<file path="config.mk">
export PLATFORM = sky130hd
export DESIGN_NAME = pool_engine
export DESIGN_NICKNAME = d
export VERILOG_FILES = /design/src/logic/pool_pkg.sv /design/src/logic/fp16_compare.sv /design/src/logic/pool_window_gen.sv /design/src/logic/pool_3x3.sv /design/src/logic/pool_engine.sv
export SDC_FILE = /design/constraint.sdc
export NUM_CORES = 2
export LEC_CHECK = 0
export BUFFER_PORTS_ARGS = -buffer_cell sky130_fd_sc_hd__clkbuf_2
export CAP_MARGIN = 20
export CORE_MARGIN = 1.5
export CORE_UTILIZATION = 59
export CTS_CLUSTER_SIZE = 8
export DETAILED_ROUTE_END_ITERATION = 8
export PLACE_DENSITY = 0.78
export SYNTH_ARGS = -nofsm -noshare
export SYNTH_HDL_FRONTEND = slang
export SYNTH_SLANG_ARGS = --single-unit
export TNS_END_PERCENT = 50
</file>
<file path="constraint.sdc">
create_clock -name clk -period 13.2 [get_ports clk]
set_input_delay 3.96 -clock clk [delete_from_list [all_inputs] [get_ports clk]]
set_output_delay 3.96 -clock clk [all_outputs]
set_load 0.05 [all_outputs]
</file>
<file path="src/logic/pool_pkg.sv">
`default_nettype none

package pool_pkg;

    localparam int WIN    = 9;  // Elements in a 3x3 window
    localparam int SORT_N = 8;  // Inputs to the bitonic network

    // IEEE half precision field split
    typedef struct packed {
        logic       sign;
        logic [4:0] exp;
        logic [9:0] man;
    } fp16_fields_t;

    // Datapath moves raw, the comparator looks at fields
    typedef union packed {
        logic [15:0]  raw;
        fp16_fields_t f;
    } fp16_u;

    // One stream beat, pixel in or pooled value out
    typedef struct packed {
        fp16_u data;
        logic  last;
    } pix_t;

    // px[0] top-left, row-major, px[8] bottom-right
    typedef struct packed {
        fp16_u [WIN-1:0] px;
    } window_t;

endpackage

`default_nettype wire

</file>
<file path="src/logic/fp16_compare.sv">
`default_nettype none
`timescale 1ns/100ps

module fp16_compare import pool_pkg::*; (
    input  wire        clk,
    input  wire        rst_n,
    input  wire fp16_u a,
    input  wire fp16_u b,
    input  wire        nd,
    output logic       result,
    output logic       rdy
);

    logic a_nan;
    logic b_nan;
    logic both_zero;
    logic a_gt_b;

    assign a_nan = (a.f.exp == 5'h1f) && (a.f.man != 10'd0);
    assign b_nan = (b.f.exp == 5'h1f) && (b.f.man != 10'd0);

    // +0 and -0 are the same value
    assign both_zero = (a.f.exp == 5'd0) && (a.f.man == 10'd0)
                    && (b.f.exp == 5'd0) && (b.f.man == 10'd0);

    always_comb begin
        if (a_nan || b_nan || both_zero) begin
            a_gt_b = 1'b0;
        end else if (a.f.sign != b.f.sign) begin
            a_gt_b = !a.f.sign;
        end else if (!a.f.sign) begin
            a_gt_b = a.raw[14:0] > b.raw[14:0];  // Magnitude order
        end else begin
            a_gt_b = a.raw[14:0] < b.raw[14:0];  // Reversed for negatives
        end
    end

    always_ff @(posedge clk or negedge rst_n) begin
        if (!rst_n) begin
            rdy <= 1'b0;
        end else begin
            rdy <= nd;
        end
    end

    always_ff @(posedge clk) begin
        if (nd) begin
            result <= a_gt_b;
        end
    end

    // Every request returns a known result on the next clock
    a_rdy_after_nd: assert property (@(posedge clk) disable iff (!rst_n)
        nd |=> (rdy && !$isunknown(result)));

endmodule

`default_nettype wire

</file>
<file path="src/logic/pool_window_gen.sv">
`default_nettype none
`timescale 1ns/100ps

module pool_window_gen import pool_pkg::*; #(
    parameter int IMG_W = 12,
    parameter int IMG_H = 9
) (
    input  wire           clk,
    input  wire           rst_n,
    input  wire pix_t     pix_in,
    input  wire           pix_valid,
    output logic          pix_ready,
    output window_t       win,
    output logic          win_valid,
    input  wire           win_ready,
    output logic          win_last
);

    localparam int CW = $clog2(IMG_W);
    localparam int RW = $clog2(IMG_H);

    fp16_u         lb0 [IMG_W];  // Row 0 of the current group
    fp16_u         lb1 [IMG_W];  // Row 1 of the current group
    fp16_u [2:0]   sr;           // sr[0] newest
    logic [CW-1:0] col_q;
    logic [CW-1:0] base_q;
    logic [RW-1:0] row_q;
    logic [1:0]    csub_q;
    logic [1:0]    rsub_q;
    logic          accept;
    logic          col_end;
    logic          row_end;
    logic          win_done;

    // A held window blocks the pixel stream
    assign pix_ready = !win_valid || win_ready;
    assign accept    = pix_valid && pix_ready;
    assign col_end   = (col_q == CW'(IMG_W - 1));
    assign row_end   = (row_q == RW'(IMG_H - 1));
    assign win_done  = accept && (rsub_q == 2'd2) && (csub_q == 2'd2);

    always_ff @(posedge clk or negedge rst_n) begin
        if (!rst_n) begin
            col_q  <= '0;
            row_q  <= '0;
            csub_q <= 2'd0;
            rsub_q <= 2'd0;
        end else if (accept) begin
            if (col_end) begin
                col_q  <= '0;
                csub_q <= 2'd0;
                row_q  <= row_end ? '0 : row_q + 1'b1;
                rsub_q <= (rsub_q == 2'd2) ? 2'd0 : rsub_q + 2'd1;
            end else begin
                col_q  <= col_q + 1'b1;
                csub_q <= (csub_q == 2'd2) ? 2'd0 : csub_q + 2'd1;
            end
        end
    end

    always_ff @(posedge clk) begin
        if (accept) begin
            case (rsub_q)
                2'd0:    lb0[col_q] <= pix_in.data;
                2'd1:    lb1[col_q] <= pix_in.data;
                default: sr <= {sr[1:0], pix_in.data};
            endcase
        end
        if (win_done) begin
            base_q   <= col_q - CW'(2);  // Left column of this window
            win_last <= col_end && row_end;
        end
    end

    always_ff @(posedge clk or negedge rst_n) begin
        if (!rst_n) begin
            win_valid <= 1'b0;
        end else if (win_done) begin
            win_valid <= 1'b1;
        end else if (win_ready) begin
            win_valid <= 1'b0;
        end
    end

    // Storage is frozen while the window waits
    always_comb begin
        for (int k = 0; k < 3; k++) begin
            win.px[k]     = lb0[base_q + CW'(k)];
            win.px[k + 3] = lb1[base_q + CW'(k)];
            win.px[k + 6] = sr[2 - k];
        end
    end

    // Frame length must agree with IMG_W x IMG_H
    a_last_at_frame_end: assert property (@(posedge clk) disable iff (!rst_n)
        (accept && pix_in.last) |-> (col_end && row_end));

endmodule

`default_nettype wire

</file>
<file path="src/logic/pool_3x3.sv">
`default_nettype none
`timescale 1ns/100ps

module pool_3x3 import pool_pkg::*; (
    input  wire            clk,
    input  wire            rst_n,
    input  wire window_t   win,
    input  wire            win_valid,
    input  wire            win_last,
    output logic           win_ready,
    output pix_t           pool_out,
    output logic           pool_valid,
    input  wire            pool_ready
);

    localparam logic [1:0] S_IDLE  = 2'd0;
    localparam logic [1:0] S_ISSUE = 2'd1;
    localparam logic [1:0] S_SWAP  = 2'd2;
    localparam logic [1:0] S_DONE  = 2'd3;

    localparam logic [2:0] LAST_STEP = 3'd6;  // Top of network against px[8]

    logic [1:0]              state_q;
    logic [2:0]              step_q;
    logic [SORT_N-1:0][2:0]  id_q;      // Element index held at each network position
    window_t                 win_q;
    logic                    last_q;
    logic                    last_step;
    logic [3:0][2:0]         lo_pos;
    logic [3:0][2:0]         hi_pos;    // Larger value ends up here
    fp16_u [3:0]             cmp_a;
    fp16_u [3:0]             cmp_b;
    logic [3:0]              cmp_nd;
    logic [3:0]              cmp_res;
    logic [3:0]              cmp_rdy;

    assign win_ready  = (state_q == S_IDLE);
    assign pool_valid = (state_q == S_DONE);
    assign last_step  = (step_q == LAST_STEP);

    // First three steps build asc/desc halves, last three merge ascending
    always_comb begin
        case (step_q)
            3'd0: begin
                lo_pos = {3'd7, 3'd4, 3'd3, 3'd0};
                hi_pos = {3'd6, 3'd5, 3'd2, 3'd1};
            end
            3'd1: begin
                lo_pos = {3'd7, 3'd6, 3'd1, 3'd0};
                hi_pos = {3'd5, 3'd4, 3'd3, 3'd2};
            end
            3'd2: begin
                lo_pos = {3'd7, 3'd5, 3'd2, 3'd0};
                hi_pos = {3'd6, 3'd4, 3'd3, 3'd1};
            end
            3'd3: begin
                lo_pos = {3'd3, 3'd2, 3'd1, 3'd0};
                hi_pos = {3'd7, 3'd6, 3'd5, 3'd4};
            end
            3'd4: begin
                lo_pos = {3'd5, 3'd4, 3'd1, 3'd0};
                hi_pos = {3'd7, 3'd6, 3'd3, 3'd2};
            end
            3'd5: begin
                lo_pos = {3'd6, 3'd4, 3'd2, 3'd0};
                hi_pos = {3'd7, 3'd5, 3'd3, 3'd1};
            end
            default: begin
                lo_pos = {4{3'd7}};
                hi_pos = {4{3'd7}};
            end
        endcase
    end

    always_comb begin
        for (int c = 0; c < 4; c++) begin
            cmp_a[c] = win_q.px[id_q[lo_pos[c]]];
            cmp_b[c] = last_step ? win_q.px[WIN-1] : win_q.px[id_q[hi_pos[c]]];
        end
    end

    assign cmp_nd = (state_q != S_ISSUE) ? 4'b0000 :
                    last_step            ? 4'b0001 : 4'b1111;

    fp16_compare cmp_0 (.clk(clk), .rst_n(rst_n), .a(cmp_a[0]), .b(cmp_b[0]),
                        .nd(cmp_nd[0]), .result(cmp_res[0]), .rdy(cmp_rdy[0]));
    fp16_compare cmp_1 (.clk(clk), .rst_n(rst_n), .a(cmp_a[1]), .b(cmp_b[1]),
                        .nd(cmp_nd[1]), .result(cmp_res[1]), .rdy(cmp_rdy[1]));
    fp16_compare cmp_2 (.clk(clk), .rst_n(rst_n), .a(cmp_a[2]), .b(cmp_b[2]),
                        .nd(cmp_nd[2]), .result(cmp_res[2]), .rdy(cmp_rdy[2]));
    fp16_compare cmp_3 (.clk(clk), .rst_n(rst_n), .a(cmp_a[3]), .b(cmp_b[3]),
                        .nd(cmp_nd[3]), .result(cmp_res[3]), .rdy(cmp_rdy[3]));

    always_ff @(posedge clk or negedge rst_n) begin
        if (!rst_n) begin
            state_q <= S_IDLE;
            step_q  <= 3'd0;
            for (int i = 0; i < SORT_N; i++) begin
                id_q[i] <= 3'(i);
            end
        end else begin
            case (state_q)
                S_IDLE: begin
                    if (win_valid) begin
                        state_q <= S_ISSUE;
                        step_q  <= 3'd0;
                        for (int i = 0; i < SORT_N; i++) begin
                            id_q[i] <= 3'(i);  // Fresh order per window
                        end
                    end
                end
                S_ISSUE: state_q <= S_SWAP;
                S_SWAP: begin
                    if (cmp_rdy[0]) begin
                        for (int c = 0; c < 4; c++) begin
                            if (!last_step && cmp_rdy[c] && cmp_res[c]) begin
                                id_q[lo_pos[c]] <= id_q[hi_pos[c]];
                                id_q[hi_pos[c]] <= id_q[lo_pos[c]];
                            end
                        end
                        if (last_step) begin
                            state_q <= S_DONE;
                        end else begin
                            step_q  <= step_q + 3'd1;
                            state_q <= S_ISSUE;
                        end
                    end
                end
                default: begin
                    if (pool_ready) begin
                        state_q <= S_IDLE;
                    end
                end
            endcase
        end
    end

    always_ff @(posedge clk) begin
        if (win_valid && win_ready) begin
            win_q  <= win;
            last_q <= win_last;
        end
        if (state_q == S_SWAP && last_step && cmp_rdy[0]) begin
            pool_out.data <= cmp_res[0] ? cmp_a[0] : cmp_b[0];  // Ties go to px[8]
            pool_out.last <= last_q;
        end
    end

    // Seven two-clock steps, result shows 15 clocks after its window is taken
    a_result_latency: assert property (@(posedge clk) disable iff (!rst_n)
        $rose(pool_valid) |-> $past(win_valid && win_ready, 15));

endmodule

`default_nettype wire

</file>
<file path="src/logic/pool_engine.sv">
`default_nettype none
`timescale 1ns/100ps

module pool_engine import pool_pkg::*; #(
    parameter int IMG_W = 12,
    parameter int IMG_H = 9
) (
    input  wire        clk,
    input  wire        rst_n,
    input  wire pix_t  pix_in,
    input  wire        pix_valid,
    output logic       pix_ready,
    output pix_t       pool_out,
    output logic       pool_valid,
    input  wire        pool_ready
);

    window_t win;
    logic    win_valid;
    logic    win_ready;
    logic    win_last;  // Rides along with the final window of a frame

    pool_window_gen #(
        .IMG_W(IMG_W),
        .IMG_H(IMG_H)
    ) pool_window_gen_inst (
        .clk       (clk),
        .rst_n     (rst_n),
        .pix_in    (pix_in),
        .pix_valid (pix_valid),
        .pix_ready (pix_ready),
        .win       (win),
        .win_valid (win_valid),
        .win_ready (win_ready),
        .win_last  (win_last)
    );

    pool_3x3 pool_3x3_inst (
        .clk        (clk),
        .rst_n      (rst_n),
        .win        (win),
        .win_valid  (win_valid),
        .win_last   (win_last),
        .win_ready  (win_ready),
        .pool_out   (pool_out),
        .pool_valid (pool_valid),
        .pool_ready (pool_ready)
    );

endmodule

`default_nettype wire

</file>
# Yosys cells after proc, flatten, opt, wreduce, memory -nomap -nowiden
# Memories as Yosys holds them, arrays and structs flattened. A register that Yosys moved wholly into a read port is not among the register bits.
# Index checks and enable logic that the tools add are counted.
# word_totals
regBits,169
ramBits,384
in_bits,21
output_inout_bits,19
word_cells,309
mem_count,2
# mem_list
name,depth,width,rd,rd_clocked_by_memory_dff,write_ports,line_no,source
pool_window_gen_inst.lb0,12,16,3,3,1,pool_window_gen.sv:22,fp16_u lb0 [IMG_W];
pool_window_gen_inst.lb1,12,16,3,3,1,pool_window_gen.sv:23,fp16_u lb1 [IMG_W];
# classes
add_sub_neg,8
magnitude_cmp,32
eq_ne,30
muxes,108
bitwise,1
reduce_logical,94
# op_table
operator,n
$bmux 16 s3,8
$mux 24,12
$mux 16,13
$bwmux 24,8
$logic_not 10->1,8
$reduce_bool 10->1,8
$bmux 3 s3,8
$demux 3 s3,8
$pmux 12 s6,1
$pmux 11 s6,1
$gt 15x15->1,4
$lt 15x15->1,4
$mux 3,19
$pmux 24 s2,1
$logic_and 1x1->1,43
$eq 5x5->1 const B,8
$logic_not 5->1,8
$lt 3x5->1 const B,8
$lt 3x4->1 const B,8
$ge 3x1->1 const B,8
$mux 1,16
$mux 4,4
$mux 2,7
$add 4x1->4 const B,3
26 further kinds,57

# Longest topological paths before layout
# depth
depth_word,26
mapped_depth,31
depth_no_buf,23

# Hierarchy
# From an unflattened synthesis, not the netlist that was laid out.
# hier_totals
hier_cells,4699
area_unflattened_um2,45041.9
# modules_own_cells
mod,instances,cells_per_inst,area_per_inst_um2
pool_window_gen,1,1611,23705.2
pool_3x3,1,2792,19144.6
fp16_compare,4,74,548.0

# Least setup slack after synthesis
# Ideal clock, no wire load.
# synth_path
path_type,reg2reg
start,reg pool_3x3_inst.state_q[1]
end,reg pool_3x3_inst.step_q[2]
arrival_ns,12.334
slack_ns,0.735
path_stages_with_launch,6
period_less_slack_ns,12.465
path_cell_list,dfrtp_1 > nor3b_1 > nor2_1 > clkbuf_1 > a21oi_1 > o22ai_1
# synth_between
elab_chain_len,3
# synth_rtl
item,line_no,source
from (decl),pool_3x3.sv:23,logic [1:0] state_q;
from (signal assigned),pool_3x3.sv:96,state_q <= S_IDLE;
from (signal assigned),pool_3x3.sv:105,state_q <= S_ISSUE;
from (signal assigned),pool_3x3.sv:112,S_ISSUE: state_q <= S_SWAP;
$eq 2x2->1 / $logic_not 2->1 (equally long branches),pool_3x3.sv:102,case (state_q)
$ne 2x2->1 (no source line) / $reduce_bool 2->1 (equally long branches),-,
$reduce_and 4->1 (no source line),-,
to (signal assigned),pool_3x3.sv:124,step_q <= step_q + 3'd1;
to (decl),pool_3x3.sv:24,logic [2:0] step_q;
# Parallel ways exist; a longest one is shown, timed or not.
# A chain may end at the register's enable or synchronous reset.

# Final worst setup path
# layout_path
start,reg pool_3x3_inst.step_q[2]
end,reg pool_3x3_inst.cmp_0.result (data pin)
# layout_between
elab_chain_len,11
# layout_rtl
item,line_no,source
"parallel branches: the longest is 11 deep, another holds $gt 15x15->1",-,
to (signal assigned),fp16_compare.sv:48,result <= a_gt_b;
to (decl),fp16_compare.sv:10,"output logic result,"
# Parallel ways; which one is timed is not known. The select of a mux whose other input is x is not followed.

==> impl_metrics.toml <==
[clock_network]
clockBufferDepth = 3
ctsRootBufferMaster = "clkbuf_16"
cts_tree = "yes"
ctsHoldBuffers = 0
path_clk_slew_ns = 0.05
clkLatencyLatePin_ns = 0.65
cts_resized = 0
postCtsSetupBuffers = 0
cts_buffers = 91
cts_num_sinks = 647
htreeDepth = 3

[route]
drtPass1Iterations = 9
routed_wirelength_um = 151000
wl_per_cell_um = 33.6
drt_iter0_markers = 6227
via_per_inst = 7.82
drc_errors = 24
num_vias = 35200
drt.antenna.violating_nets = 0

[floorplan]
dieArea_um2 = 75400
die_x_um = 275
rows = 99
start_util = 0.597
die_y_um = 275
ios = 40
core-area_um2 = 73000

[global_route]
antenna_found_initial = 4
grt_use_total = 0.403
overflow = 0
grt_pass1_vias = 33600
grt_max_degree = 151
grt_pass1_wl_um = 223000

[yosys]
ys_top_cells_by_area = "edfxtp_1, mux4_2, mux2i_1, nand2_1, mux2_2"
yosysTopAreaCellShare = 0.416
syn_area_um2 = 43500
synth_edf_count = 603
yosys.area.top_type = "edfxtp_1"
seq_area_frac_synth = 0.442
synth-seq-cells = 647
ys_types = 99
synth.avg_cell_area_um2 = 12.2
syn_nets = 3663
synthCells = 3567
ys.flop_type = "edfxtp_1"
ys_async_sr_fraction = 0.0680
synth_warnings = 0

[layout]
fin_cells = 4505
final_common_cell = "edfxtp_1"
final_area_um2 = 47300
area_growth_pct = 8.62
drive_above_1_share = 0.227
final_cell_mix = "edfxtp_1, nand2_1, mux4_2"
nNetsFinal = 3598

[worst_setup_path]
worst_r2r_path_depth = 26
endpoint_kind = "flop"
critPathBufInv = 5
crit_arrival_ns = 8.23
critPathKind = "flop to flop"
worstPathMaxFanout = 52
cp-start-kind = "flop"
cp.depth = 26
critPathMaxStageDelay_ns = 0.95
path_common_cell = "buf_4"
crit_family = "compound AO/OA/AOI/OAI gates"
cp_data_required_time_ns = 13.57
cp_slowest_cell = "o22ai_1"

[sta]
tns_ns = 0
max_freq_mhz = 127
tightest_slew_ns = 1.25
setup_viol_count_final = 0
finalCritPeriodShare = 0.595
skew_ns = 0.0359
timing.slew.headroom = 0.165
period_needed_ns = 7.86
hold_violations = 0
grt_setup_unrepaired = "no"
report.final.slew_viol_count = 0
timing.final.ws_setup_ns = 5.34

[outcome]
status = "complete, but fails checks"
violations = "DRC"

[flow_run]
maxCapViolations = 0

[placed_design]
dp_hpwl_um = 97500
dp_cells = 4362
pre_cts_slack_ns = 5.79
portBuffers = 38
placed_cell_area_um2 = 44600
gp_congestion = 1.13

[power]
peakVddDrop_uv = 378
power.density_nw_per_um2 = 286
p_leak_uw = 0.0169

[hold_path]
min_path_type = "flop to flop"
holdPathStages = 0
-- synth_stat cells (all sizes together) (8+ instances only) --
cell	n
o21a	20
a21oi	142
a21o	17
mux2i	335
o22ai	34
nand4	48
a211o	9
mux2	131
inv	72
a32o	14
o31ai	15
and2	21
edfxtp	603
nor2	180
a221oi	15
a22oi	13
a31oi	23
a31o	8
o311ai	9
and3	34
a2111oi	16
ha	75
a211oi	44
nand3	152
nand2	396
o221ai	20
nand2b	30
nor4	31
mux4	337
a22o	8
dfrtp	32
a21boi	17
dfstp	12
a32oi	21
o211ai	23
nor2b	22
nor3	39
o21ai	143
clkbuf	152
buf	145
or2	8
-- where the power goes --
group	total (µW)	switching (µW)	internal, µW
Clock	2180	902	1280
Sequential	2670	203	2460
Combinational	8660	5410	3250
-- layout make-up --
type	instances	area, µm²
Multi-Input combinational cell	2550	23000
Sequential cell	647	19200
Clock inverter	7	150
Inverter	73	274
Antenna cell	1	2.50
Timing Repair Buffer	139	1010
Tap cell	959	1200
Clock buffer	129	2450
Fill cell	5054	25700
-- worst paths after layout --
kind	startpoint	endpoint	slack, ns
worst max register to register	pool_3x3_inst.step_q[2]	pool_3x3_inst.cmp_0.result	5.34
worst min register to register	pool_window_gen_inst.win[101]	pool_3x3_inst.win_q[101]	0.41
worst min-delay path	pool_window_gen_inst.win[101]	pool_3x3_inst.win_q[101]	0.41
min in group asynchronous	rst_n	pool_3x3_inst.id_q[13]	3.41
max in group asynchronous	rst_n	pool_window_gen_inst.csub_q[0]	9.31
worst max-delay path	pool_3x3_inst.step_q[2]	pool_3x3_inst.cmp_0.result	5.34
-- registers in the layout, indices dropped and copies added (netlist names), 2 cells and up --
| register | count |
|---|---|
| pool_window_gen_inst.row_q | 4 |
| pool_3x3_inst.id_q | 24 |
| pool_3x3_inst.state_q | 2 |
| pool_3x3_inst.step_q | 3 |
| pool_window_gen_inst.col_q | 4 |
| pool_window_gen_inst.base_q | 4 |
| pool_3x3_inst.win_q | 144 |
| pool_window_gen_inst.rsub_q | 2 |
| pool_window_gen_inst.csub_q | 2 |
| pool_window_gen_inst.win | 48 |
| pool_window_gen_inst.lb1 | 192 |
| pool_3x3_inst.pool_out | 17 |
| pool_window_gen_inst.lb0 | 192 |
-- metal layers --
layer | routed length, µm | vias up | track usage | share of wire
met5 | 25 | - | 0 | 0.00017
met4 | 11200 | 4 | 0.239 | 0.074
met3 | 22800 | 776 | 0.125 | 0.15
met2 | 67200 | 3389 | 0.610 | 0.44
met1 | 50300 | 17000 | 0.512 | 0.33
li1 | - | 14100 | - | -
-- worst reg2reg max path, cell delays in order (launching register included) --
cell      delay [ns]
dfrtp_1         0.35
buf_4           0.28
inv_2           0.26
ha_1            0.19
buf_4           0.43
nor2b_1         0.49
a22oi_1         0.18
o32a_1          0.20
o22ai_1         0.95
and2_2          0.70
buf_4           0.48
nand2_1         0.11
a32o_1          0.28
a211oi_1        0.66
inv_1           0.14
ha_1            0.35
nor2b_1         0.15
o21a_1          0.17
o21a_1          0.15
o21ai_0         0.14
nand2b_1        0.09
a21oi_1         0.16
o21ai_0         0.13
o31a_1          0.12
o211a_1         0.23
o41ai_1         0.08
mux2i_1         0.11
-- kinds of logic after synthesis --
family	after synthesis	share of synthesized area
AND/OR/NAND/NOR	997	0.107
flip-flops	647	0.442
adder cells (fa/ha/maj)	75	0.0216
buffers and inverters	370	0.0374
multiplexers	803	0.286
XOR/XNOR	5	0.00101
AO/OA/AOI/OAI	670	0.105
-- stage by stage --
| step | power [µW] | hold WS [ns] | utilization |
|---|---|---|---|
| 2_1_floorplan | 8600 | 0.400 | - |
| 3_3_place_gp | 10700 | 0.401 | 0.611 |
| 3_5_place_dp | 10900 | 0.405 | 0.611 |
| 4_1_cts | 13100 | 0.411 | 0.647 |
| 5_1_grt | 14000 | 0.419 | 0.648 |
| 6_report | 13500 | 0.412 | 0.648 |
Power figures use the tool's default switching activity.
